==> src/lut_data_pkg.sv <==
package lut_data_pkg;

    // datapath widths
    localparam int ITEM_W = 32;
    localparam int ACC_W = 32;
    localparam int INDEX_W = 8;
    localparam int CORE_SEL_W = 4;

    // one table word in a core's item memory
    typedef logic [ITEM_W-1:0] item_t;

    // running sum that wraps modulo 2^32
    typedef logic [ACC_W-1:0] acc_t;

    // table index broadcast to all cores
    typedef logic [INDEX_W-1:0] index_t;

    // core number on the memory write port
    typedef logic [CORE_SEL_W-1:0] core_sel_t;

endpackage

==> src/drain_ctrl_pkg.sv <==
package drain_ctrl_pkg;

    // intake controller
    // OPEN  accepting indices
    // HOLD  frame closed, waiting for its results to drain
    typedef enum logic [0:0] {
        OPEN = 1'b0,
        HOLD = 1'b1
    } intake_state_t;

    // drain controller
    // IDLE   no results pending
    // LOAD   snapshots copied into the chain
    // SHIFT  chain presented on the output, one core per beat
    typedef enum logic [1:0] {
        IDLE  = 2'b00,
        LOAD  = 2'b01,
        SHIFT = 2'b10
    } drain_state_t;

endpackage

==> src/index_intake.sv <==
`timescale 1ns/1ps

module index_intake (
    input  logic                  clk,
    input  logic                  arst_n,
    // index stream
    input  logic                  in_valid,
    input  lut_data_pkg::index_t  in_index,
    input  logic                  in_last,
    output logic                  in_ready,
    // from the drain side
    input  logic                  drain_busy,
    // issue slot, one pulse per accepted index
    output logic                  issue_en,
    output lut_data_pkg::index_t  issue_index,
    output logic                  issue_last
);

    drain_ctrl_pkg::intake_state_t state_q;
    logic                          busy_q;
    logic                          accept;
    logic                          drain_done;

    // input open only outside HOLD
    assign in_ready = (state_q == drain_ctrl_pkg::OPEN);
    assign accept = in_valid && in_ready;

    // falling edge of drain_busy, i.e. final result beat went out
    // busy is still low for a few cycles after the last index,
    // so the level alone cannot reopen the input
    assign drain_done = busy_q && !drain_busy;

    always_ff @(posedge clk or negedge arst_n) begin
        if (!arst_n) begin
            state_q    <= drain_ctrl_pkg::OPEN;
            busy_q     <= 1'b0;
            issue_en   <= 1'b0;
            issue_last <= 1'b0;
        end else begin
            busy_q     <= drain_busy;
            // issue slot lives for exactly one cycle
            issue_en   <= accept;
            issue_last <= accept && in_last;

            case (state_q)
                drain_ctrl_pkg::OPEN: begin
                    // last beat closes the frame
                    if (accept && in_last) begin
                        state_q <= drain_ctrl_pkg::HOLD;
                    end
                end
                drain_ctrl_pkg::HOLD: begin
                    if (drain_done) begin
                        state_q <= drain_ctrl_pkg::OPEN;
                    end
                end
                default: begin
                    state_q <= drain_ctrl_pkg::OPEN;
                end
            endcase
        end
    end

    // index payload
    always_ff @(posedge clk) begin
        if (accept) begin
            issue_index <= in_index;
        end
    end

endmodule

==> config.mk <==
export PLATFORM = sky130hd
export DESIGN_NAME = index_intake
export DESIGN_NICKNAME = d
export VERILOG_FILES = /design/src/lut_data_pkg.sv /design/src/drain_ctrl_pkg.sv /design/src/index_intake.sv
export SDC_FILE = /design/constraint.sdc
export NUM_CORES = 1
export LEC_CHECK = 0
export BUFFER_PORTS_ARGS = -buffer_cell sky130_fd_sc_hd__buf_2
export CORE_AREA = 3 3 40 42
export DETAILED_ROUTE_END_ITERATION = 10
export DIE_AREA = 0 0 43 45
export GPL_TIMING_DRIVEN = 0
export SLEW_MARGIN = 20
export SYNTH_ARGS = -nofsm -noshare
export SYNTH_HDL_FRONTEND = slang
export SYNTH_SLANG_ARGS = --single-unit
==> constraint.sdc <==
create_clock -name clk -period 1.1 [get_ports clk]
set_input_delay 0.22 -clock clk [delete_from_list [all_inputs] [get_ports clk]]
set_output_delay 0.22 -clock clk [all_outputs]
set_load 0.1 [all_outputs]
* After elaboration in Yosys (flattened, before gate mapping)
Cells that the tools add are included.
** Word-level totals
- Register bits after elaboration :: 12
- Output and inout bits :: 11
- Word-level logic and storage cells :: 13
- Bits of input ports :: 13
** Cells by class
- Bitwise logic cells :: 1
- Reductions and logical operators :: 4
- Mux-type cells :: 3
** Operators by type and width (number)
- logical AND 1 bit :: 3
- two-way mux 1 bit :: 2
- case mux 1 bit (2 select lines) :: 1
- logical NOT 1 bit :: 1
- NOT 1 bit :: 1

* Logic depth before layout (Yosys ltp)
- Depth after elaboration :: 5
- Gate-level depth with buffers :: 2
- Gate-level depth less buffers :: 2

* Worst setup path before layout
No wires, ideal clock.
- Path kind :: flip-flop to flip-flop
- Start point :: reg state_q
- End point :: reg state_q
- Data arrival time :: 1.077 ns
- Data required time :: 0.944 ns
- Period minus slack after synthesis :: 1.233 ns
- Setup slack :: -0.133 ns
- Buffers on the path :: 0
- Cell stages (with the launch flop) :: 3
- Cell sequence :: dfrtp_1 > inv_1 > a21oi_2
** Between the ends
- Longest elaborated chain between the ends :: 5
** RTL lines
- start: declaration :: line index_intake.sv:19 : drain_ctrl_pkg::intake_state_t state_q;
- start signal: assignment :: line index_intake.sv:35 : state_q <= drain_ctrl_pkg::OPEN;
- start signal: assignment :: line index_intake.sv:49 : state_q <= drain_ctrl_pkg::HOLD;
- start signal: assignment :: line index_intake.sv:54 : state_q <= drain_ctrl_pkg::OPEN;
- NOT 1 bit *
- net in_ready :: line index_intake.sv:10 : output logic in_ready,
- logical AND 1 bit :: line index_intake.sv:26 : assign accept = in_valid && in_ready;
- logical AND 1 bit :: line index_intake.sv:48 : if (accept && in_last) begin
- two-way mux 1 bit :: line index_intake.sv:48
- case mux 1 bit (2 select lines) * :: line index_intake.sv:45 : case (state_q)
Mark *: on every way through the listed nets, which the timed path passes. The rest lies on a longest branch.
A chain may end at the register's enable or synchronous reset.

* Worst setup path in the final report
- Start point :: reg state_q
- End point :: out in_ready
** Between the ends
- Longest elaborated chain between the ends :: 1
** RTL lines (line)
- NOT 1 bit
- end: declaration :: index_intake.sv:10
Every way passes these cells.

==> results.md <==
* Outcome: finished with violations
* Failing checks: negative setup slack
* Fin. Hold Viols at 0
* Clk sinks at 12
* DRT antenna net count at 0
* Slew HR at 0.864
* Ratio of cells with drive above 1 in the final layout at 0.681
* Global Route Usage Sum at 0.0849
* Drt wl/cell at roughly 11 µm
* Post-route setup slack at -0.106 ns
* Die Y-Extent at around 45 µm
* CTS root buf: clkbuf_4
* Crit Path Class: flip-flop to output pin
* Clock skew at 0.00508 ns
* H-tree depth at 1
* Worst EP required at approximately 0.88 ns
* DP Worst Slack at -0.0286 ns
* Post-Layout Cell Count at 62
* DRC viols at 0
* Crit share post-route at 1.10
* CTS tree: done
* Pwr Density at 1940 nW/µm²
* Post-Route WL at between 600 and 700 µm
* Ports at 24
* Worst Tran Pin Value at 0.205 ns
* # diodes at 0
* Max FO, Critical Path at 3
* Initial antenna violation count at 0
* Clock Path Buffers at 2
* Placed cell count at 56
* #FFs+latches synth at 12
* Ys Warns at 0
* DRT Pass-1 Iters at 2
* Commonest non-fill, non-tap cell in the layout: buf_2
* Vias per cell at about 4.1
* RSZ-0062 raised after global routing: true
* Worst reg2reg setup slack at 0.04 ns
* Critical Path Start: state_q
* Worst r2r src: state_q
* Area Growth Syn to Fin at 68.9%
* Hold_sp: drain_busy
* Vias in the first global route at 259
* Pin count of the biggest net entering global routing at 10
* Clock share of power at 0.211
* Final Max Tran Viols at 0
* Sw frac at 0.375
* CP Launch Type: flip-flop
* First-pass GRT wire length at about 1.1 mm
* Max Cap Viol at 0
* Post-Syn Area per Cell at between 20 and 25 µm²
* Peak Freq at 829 MHz
* Yosys cell types at 8
* Total Nets Final at between 60 and 70
* # port buffers at 23
* DR vias at 257
* Row count at 13
* GRT overflow at 0
* Combinational share of power at 0.344
* Most frequent cells in the layout: 12 x buf_2, 9 x buf_6, 8 x edfxtp_1
* Die width at between 40 and 50 µm
* Synth Net Count at 31
* Setup-failing EPs final at 1
* Fin crit period at 1.21 ns
* VDD IR max at ~0.85 mV
* Switching Power at about 0.46 mW
* Synthesized cell area at approximately 380 µm²
* First DRT Iteration DRCs at 2
* Setup crit end kind: output pin
* Core area at between 1000 and 1500 µm²
* GPL Wtd Cong at 0.612
* Reg clk slew, reported paths at around 0.070 ns
* Internal at 0.773 mW
* Tightest Hold Check Type: input port to flip-flop
* CTS Buf Count at 3
* Die area at a little under 2000 µm²
* Reg power frac at 0.445
* Worst skew pair latency at 0.26 ns
* Cells after Synth at 18
* Register area share after synthesis at 0.901
* Leak at around 0.28 nW
* Critical Path AT at between 0.9 and 1 ns
* Starting Density at 0.294
-- sequential cells by signal, summed over array words and instances, names as in the netlist --
signal,cells
state_q,1
issue_index,8
issue_en,1
issue_last,1
busy_q,1
-- logic make-up (layout without fill, tap and decap cells) --
group | Yosys count | in the layout | share of synthesized area
buffers and inverters | 1 | 30 | 0.00992
flip-flops | 12 | 12 | 0.901
AO/OA/AOI/OAI | 1 | 1 | 0.0232
AND/OR/NAND/NOR | 4 | 4 | 0.0662
-- cell type report --
class / instances / area (µm²)
sequential: 12 / 343
fill: 122 / 647
clock buffer: 3 / 22.5
clock inverter: 1 / 3.75
tap: 15 / 18.8
multi-input combinational: 5 / 33.8
timing repair buffer: 25 / 209
inverter: 1 / 7.51
-- metal layers --
layer | track usage | routed length [µm] | vias up
met5 | 0 | 0 | -
met4 | 0.0904 | 12 | 0
met3 | 0.0478 | 124 | 2
met2 | 0.111 | 289 | 21
met1 | 0.0918 | 272 | 113
li1 | - | - | 121
-- path summary, 6_finish.rpt --
path | endpoint | cells after the start
worst max-delay path | in_ready | 2
worst min-delay path | busy_q | 1
worst max register to register | issue_index[4] | 1
worst min register to register | state_q | 2
max in group asynchronous | issue_last | 2
min in group asynchronous | issue_en | 2
-- power groups by stage --
stage	clock network, mW	logic, mW	registers (mW)
global placement	0	0.357	0.555
CTS	0.277	0.421	0.550
finish	0.262	0.425	0.551
floorplan	0	0.0865	0.763
detailed placement	0	0.358	0.555
global route	0.300	0.437	0.555
-- worst max-delay path: stages (launching register included) --
cell	delay [ns]
dfrtp_1	0.40
clkinvlp_4	0.14
buf_8	0.19
-- cells in the mapped netlist (all sizes together) --
cell / number / share of area
edfxtp: 8 / 0.64
nor2: 1 / 0.0099
dfrtp: 4 / 0.26
and2b: 1 / 0.023
nand2: 1 / 0.0099
a21oi: 1 / 0.023
and3b: 1 / 0.023
inv: 1 / 0.0099
-- stage by stage --
step / util / cell area (µm²) / setup TNS, ns / total power, mW / hold slack, ns
6_report: 0.497 / 638 / -0.106 / 1.24 / 0.0788
5_1_grt: 0.497 / 638 / -0.172 / 1.29 / 0.0697
4_1_cts: 0.488 / 627 / -0.108 / 1.25 / 0.0674
3_5_place_dp: 0.403 / 518 / -0.0286 / 0.913 / 0.0289
3_3_place_gp: 0.403 / 518 / -0.0332 / 0.912 / 0.0273
2_1_floorplan: - / 384 / -0.233 / 0.850 / -0.0756
-- what timing repair did --
action / 4_1_cts / 5_1_grt
setup buffers: 1 / 0
endpoints found under the setup margin: 11 / 7
resized for setup: 21 / 3
hold buffers: 1 / 0
endpoints found under the hold margin: 4 / 0
No activity file was read; power rests on OpenSTA's default activity.
