**src/lut_data_pkg.sv**
```systemverilog
package lut_data_pkg;

    // datapath widths
    localparam int ITEM_W = 32;
    localparam int ACC_W = 32;
    localparam int INDEX_W = 8;
    localparam int CORE_SEL_W = 4;

    // one table word in a core's item memory
    typedef logic [ITEM_W-1:0] item_t;

    // running sum that wraps modulo 2^32
    typedef logic [ACC_W-1:0] acc_t;

    // table index broadcast to all cores
    typedef logic [INDEX_W-1:0] index_t;

    // core number on the memory write port
    typedef logic [CORE_SEL_W-1:0] core_sel_t;

endpackage

```
**src/drain_ctrl_pkg.sv**
```systemverilog
package drain_ctrl_pkg;

    // intake controller
    // OPEN  accepting indices
    // HOLD  frame closed, waiting for its results to drain
    typedef enum logic [0:0] {
        OPEN = 1'b0,
        HOLD = 1'b1
    } intake_state_t;

    // drain controller
    // IDLE   no results pending
    // LOAD   snapshots copied into the chain
    // SHIFT  chain presented on the output, one core per beat
    typedef enum logic [1:0] {
        IDLE  = 2'b00,
        LOAD  = 2'b01,
        SHIFT = 2'b10
    } drain_state_t;

endpackage

```
**src/result_drain.sv**
```systemverilog
`timescale 1ns/1ps

module result_drain #(
    parameter int NUM_CORES = 8
) (
    input  logic                clk,
    input  logic                arst_n,
    // from the array
    input  logic                frame_done,
    input  lut_data_pkg::acc_t  chain_out,
    // chain control
    output logic                load_chain,
    output logic                shift_chain,
    output logic                drain_busy,
    // result stream
    output logic                out_valid,
    output lut_data_pkg::acc_t  out_data,
    output logic                out_last,
    input  logic                out_ready
);

    localparam int CNT_W = (NUM_CORES > 1) ? $clog2(NUM_CORES) : 1;
    localparam logic [CNT_W-1:0] LAST_BEAT = CNT_W'(NUM_CORES - 1);

    drain_ctrl_pkg::drain_state_t state_q;
    logic [CNT_W-1:0]             beat_cnt;
    logic                         xfer;
    logic                         final_beat;

    // outputs decode straight from the state
    assign load_chain = (state_q == drain_ctrl_pkg::LOAD);
    assign out_valid  = (state_q == drain_ctrl_pkg::SHIFT);
    assign drain_busy = (state_q != drain_ctrl_pkg::IDLE);

    // head of chain is the current beat, holds while the chain holds
    assign out_data = chain_out;

    assign final_beat  = (beat_cnt == LAST_BEAT);
    assign out_last    = out_valid && final_beat;
    assign xfer        = out_valid && out_ready;
    // each transfer pulls the next core forward
    assign shift_chain = xfer;

    always_ff @(posedge clk or negedge arst_n) begin
        if (!arst_n) begin
            state_q  <= drain_ctrl_pkg::IDLE;
            beat_cnt <= '0;
        end else begin
            case (state_q)
                drain_ctrl_pkg::IDLE: begin
                    beat_cnt <= '0;
                    if (frame_done) begin
                        state_q <= drain_ctrl_pkg::LOAD;
                    end
                end
                drain_ctrl_pkg::LOAD: begin
                    // snapshots enter the chain on this edge
                    state_q <= drain_ctrl_pkg::SHIFT;
                end
                drain_ctrl_pkg::SHIFT: begin
                    if (xfer) begin
                        if (final_beat) begin
                            state_q  <= drain_ctrl_pkg::IDLE;
                            beat_cnt <= '0;
                        end else begin
                            beat_cnt <= beat_cnt + 1'b1;
                        end
                    end
                end
                default: begin
                    state_q <= drain_ctrl_pkg::IDLE;
                end
            endcase
        end
    end

endmodule

```
**config.mk**
```make
export PLATFORM = sky130hd
export DESIGN_NAME = result_drain
export DESIGN_NICKNAME = d
export VERILOG_FILES = /design/src/lut_data_pkg.sv /design/src/drain_ctrl_pkg.sv /design/src/result_drain.sv
export SDC_FILE = /design/constraint.sdc
export NUM_CORES = 1
export LEC_CHECK = 0
export ABC_AREA = 1
export CAP_MARGIN = 20
export CORE_AREA = 2 2 39 41
export DETAILED_ROUTE_END_ITERATION = 8
export DIE_AREA = 0 0 41 43
export DONT_BUFFER_PORTS = 1
export SYNTH_ARGS = -nofsm -noshare
export SYNTH_HDL_FRONTEND = slang
export SYNTH_SLANG_ARGS = --single-unit
export TNS_END_PERCENT = 30
```
**constraint.sdc**
```tcl
create_clock -name clk -period 1.6 [get_ports clk]
set_input_delay 0.08 -clock clk [delete_from_list [all_inputs] [get_ports clk]]
set_output_delay 0.08 -clock clk [all_outputs]
set_load 0.01 [all_outputs]
```
Word-level counts from Yosys, hierarchy flattened --
Index checks and enable logic that the tools add are counted.
Cells by class: eq/ne operators 6, reduce and logical (&&, ||, !) cells 7, muxes and demuxes 7, $add $sub $neg 1
Operators with widths (count):
- $mux 2 | 3
- $mux 3 | 2
- $pmux 2 s3 | 1
- $pmux 3 s2 | 1
- $ne 2x2->1 const B | 2
- $reduce_bool 2->1 | 2
- $add 3x1->3 const B | 1
- $eq 3x3->1 const B | 1
- $reduce_and 3->1 | 1
- $eq 2x1->1 const B | 1
- $eq 2x2->1 const B | 1
- $logic_and 1x1->1 | 2
- $logic_not 2->1 | 1
- $ne 2x1->1 const B | 1
- $reduce_and 2->1 | 1
Word-level totals: output and inout port bits 37, bits of input ports 36, register bits after elaboration 5

Depth between registers and ports, before layout --
depth in word-level cells 4, depth in mapped cells 5, depth with buffers taken out 5

Least setup slack after synthesis --
No wires, ideal clock.
kind register to register, from reg beat_cnt[0], to reg beat_cnt[2], buffers on the path 0, library setup time 0.116 ns, stages on the path, launching flop included 5, arrival time 0.920 ns, required time 1.484 ns, setup slack 0.564 ns, clock period less this slack 1.036 ns, cell sequence dfrtp_1 -> ha_1 -> ha_1 -> nand2_1 -> nand2_1
Between the ends: word-level cells in the longest chain between the ends 4, elaborated cells between the ends (all ways) 5, classes of those cells add/sub (1); eq/ne (1); mux (3)
RTL lines:
- start: declaration | RTL line result_drain.sv:26 | logic [CNT_W-1:0] beat_cnt;
- start signal: assignment | RTL line result_drain.sv:66 | beat_cnt <= beat_cnt + 1'b1;
- $add 3x1->3 / $eq 3x3->1 (equally long branches) | RTL line result_drain.sv:66, result_drain.sv:38
- $mux 3 (*) | RTL line result_drain.sv:62 | if (final_beat) begin
- $mux 3 (*) | RTL line result_drain.sv:61 | if (xfer) begin
- $pmux 3 s2 (*) | RTL line result_drain.sv:49 | case (state_q)
Every way passes the cells marked *; elsewhere a longest branch is shown, timed or not. The select of a mux whose other input is x is not followed. A chain may end at the register's enable or synchronous reset.

Worst setup path after layout --
from reg beat_cnt[0], to out out_last
Between the ends: word-level cells in the longest chain between the ends 2
RTL lines:
- $eq 3x3->1 | RTL line result_drain.sv:38 | assign final_beat = (beat_cnt == LAST_BEAT);
- $logic_and 1x1->1 | RTL line result_drain.sv:39 | assign out_last = out_valid && final_beat;
- end: declaration | RTL line result_drain.sv:18 | output logic out_last,
No other way between the ends.

==> summary.txt <==
Status
  • Status: completed

Final layout
  • Ant. Diodes: 0
  • Layout Utilization: 24.8%
  • Fillers: 154
  • Multi-input combinational cell area: 115 um2
  • Reg area: 125 um2
  • Nets: 79
  • P&R area growth vs syn: -32.3%
  • Layout cells sized above 1: 22.5%

Power
  • P_leak: 0.000194 uW
  • Int Pwr: 323 uW
  • Overall Power: 538 uW
  • Peak VDD IR: 0.388 mV
  • Psw: 215 uW
  • Pwr Density: 1570 mW/mm2
  • Sequential Power Share: 37.4%
  • Clk pwr share: 26.4%
  • Combinational Power Share: 36.2%
  • Switching share of total power: 40.0%

Floorplan
  • Die height: 43 um
  • Initial Util: 36.6%
  • Row count: 14
  • Die width: 41 um
  • Core Footprint: 0.00138 mm2
  • Die Footprint: 0.00176 mm2
  • IO Pins: 73

Synth
  • Post-synth top cells: buf_4, nand2_1, dfrtp_1, inv_1
  • Ys async rst share: 100%
  • Register area share after synthesis: 24.7%
  • Synthesized area: 507 um2
  • Leading cell type by number of instances after synthesis: buf_4
  • Ys Warns: 0
  • Share of the synthesized area in the top cell type: 47.4%
  • Syn Nets: 103
  • Mean Syn Cell Area: 7.80 um2
  • Register bit count reported by yosys: 5
  • Synth Instances: 65
  • Top post-synthesis cells by area: buf_4, dfrtp_1, nand2_1
  • Top_reg_cell synth: dfrtp_1
  • Post-synth EDFFs: 0
  • Unique cell type count in the Yosys netlist: 12
  • Leading area contributor after synthesis: buf_4

Timing
  • Slew margin rel.: 85.8%
  • RSZ-0062 raised after global routing: no
  • Final critical-path required period: 1.26 ns
  • Max Slew Vio Count: 0
  • Hold Slack: 0.0378 ns
  • Post-route clock period utilization: 78.5%
  • Final clock skew: 0.00123 ns
  • Final worst slack: 0.344 ns
  • Pin slew with the least headroom to its limit: 0.212 ns
  • Fmax: 796 MHz
  • Total negative setup slack: 0 ns
  • Final Hold Fails: 0
  • Final setup violation count: 0

Hold path
  • Hold WC Path Type: in -> reg

Global routing
  • Gr ovfl total: 0
  • Largest net degree at the start of global routing: 6
  • First-pass GRT wire length: 903 um
  • Initial antenna violation count: 0
  • Vias in the first global route: 232
  • Total global-route track usage: 8.18%

Route
  • DRT antenna net count: 0
  • # DRC: 0
  • Vias: 230
  • Routed WL: 627 um
  • Starting DRT DRC Count: 7
  • Routed vias/inst: 4.11
  • Routed wire length per instance: 11.2 um
  • Drt pass-1 iters: 4

Worst setup path
  • Critical Path Source Type: flop
  • WS Path Type: reg -> out
  • Arrival @ worst endpoint: 1.18 ns
  • Critical Path RT: 1.52 ns
  • Crit path capture type: output pin
  • R2R depth: 5
  • R2r setup slk: 0.50 ns
  • Worst setup path start: beat_cnt[0]
  • Critical path endpoint: out_last
  • RR Startpoint: beat_cnt[0]
  • Critical Path Fanout Max: 3
  • Reg2reg end: state_q[1]

CTS
  • TritonCTS clock tree: done
  • CTS max path bufs: 2
  • CTS sink count: 5
  • CTS Buf Count: 3
  • Later-pin clock latency in the skew report: 0.24 ns
  • CTS Root Cell: clkbuf_4
  • Clk pin slew, worst setup/hold paths: 0.04 ns
  • H-tree depth: 1
  • Setup bufs post-CTS: 0

Run
  • Max-cap check violation count: 0

Place
  • PortBufs: 0
  • GP Congestion: 0.631
  • DPL Wire Length: 461 um
  • Pre-CTS setup slack: 0.509 ns
[worst min-delay path by stage]
stage	from	endpoint	depth (start not counted)
floorplan	arst_n	beat_cnt[0]	0
global placement	arst_n	state_q[0]	0
detailed placement	arst_n	state_q[1]	0
CTS	out_ready	beat_cnt[2]	3
global route	out_ready	beat_cnt[1]	3
finish	out_ready	beat_cnt[2]	3
[critical path: stages, from the launching register on]
cell	delay [ns]
dfrtp_1	0.36
ha_1	0.16
ha_1	0.16
inv_1	0.06
nor2_1	0.20
[power groups by stage]
stage	combinational, uW	clock, uW	sequential [uW]
final	195	142	201
after CTS	196	152	201
after detailed placement	188	0	203
after global placement	186	0	203
after floorplan	242	0	198
after global routing	228	154	208
[registers in the layout, summed over array words and instances (netlist names)]
register,flops
beat_cnt,3
state_q,2
[final cells by class]
type	count	area share, %
Clock buffer	4	7.66
Inverter	7	7.66
Sequential cell	5	36.5
Multi-Input combinational cell	21	33.6
Tap cell	16	5.84
Timing Repair Buffer	3	8.76
[logic make-up after synthesis]
family,share of synthesized area [%]
AOI/OAI and AO/OA,2.72
adders and majority gates,4.94
buffers and inverters,52.6
DFF,24.7
and+or+nand+nor,15.1
[metrics by stage]
| step | instances | instance area, um2 |
|---|---|---|
| 2_1_floorplan | 65 | 507 |
| 3_3_place_gp | 49 | 287 |
| 3_5_place_dp | 49 | 287 |
| 4_1_cts | 56 | 343 |
| 5_1_grt | 56 | 343 |
| 6_report | 56 | 343 |
[layout by cell type, fill, tap and decap left out]
master,count
inv_2,3
nand2_2,1
o21ai_2,1
clkbuf_1,1
o21ai_1,1
nor2_1,3
dlygate4sd3_1,3
nand4_1,1
nor2_4,1
inv_1,4
clkbuf_4,3
nand2_1,11
ha_1,2
dfrtp_1,5
[what timing repair did]
action                                  4_1_cts  5_1_grt
resized for setup                             0        0
endpoints found under the setup margin        0        0
hold endpoints to repair                      7        0
hold buffers                                  3        0
[per-layer routing]
layer / GRT usage [%] / vias to the layer above / routed length, um
met5: 0 / - / 0
met4: 10.7 / 0 / 0
met3: 4.71 / 0 / 98
met2: 10.3 / 12 / 300
met1: 7.54 / 107 / 228
li1: - / 111 / -
(Power assumes the default switching activity.)
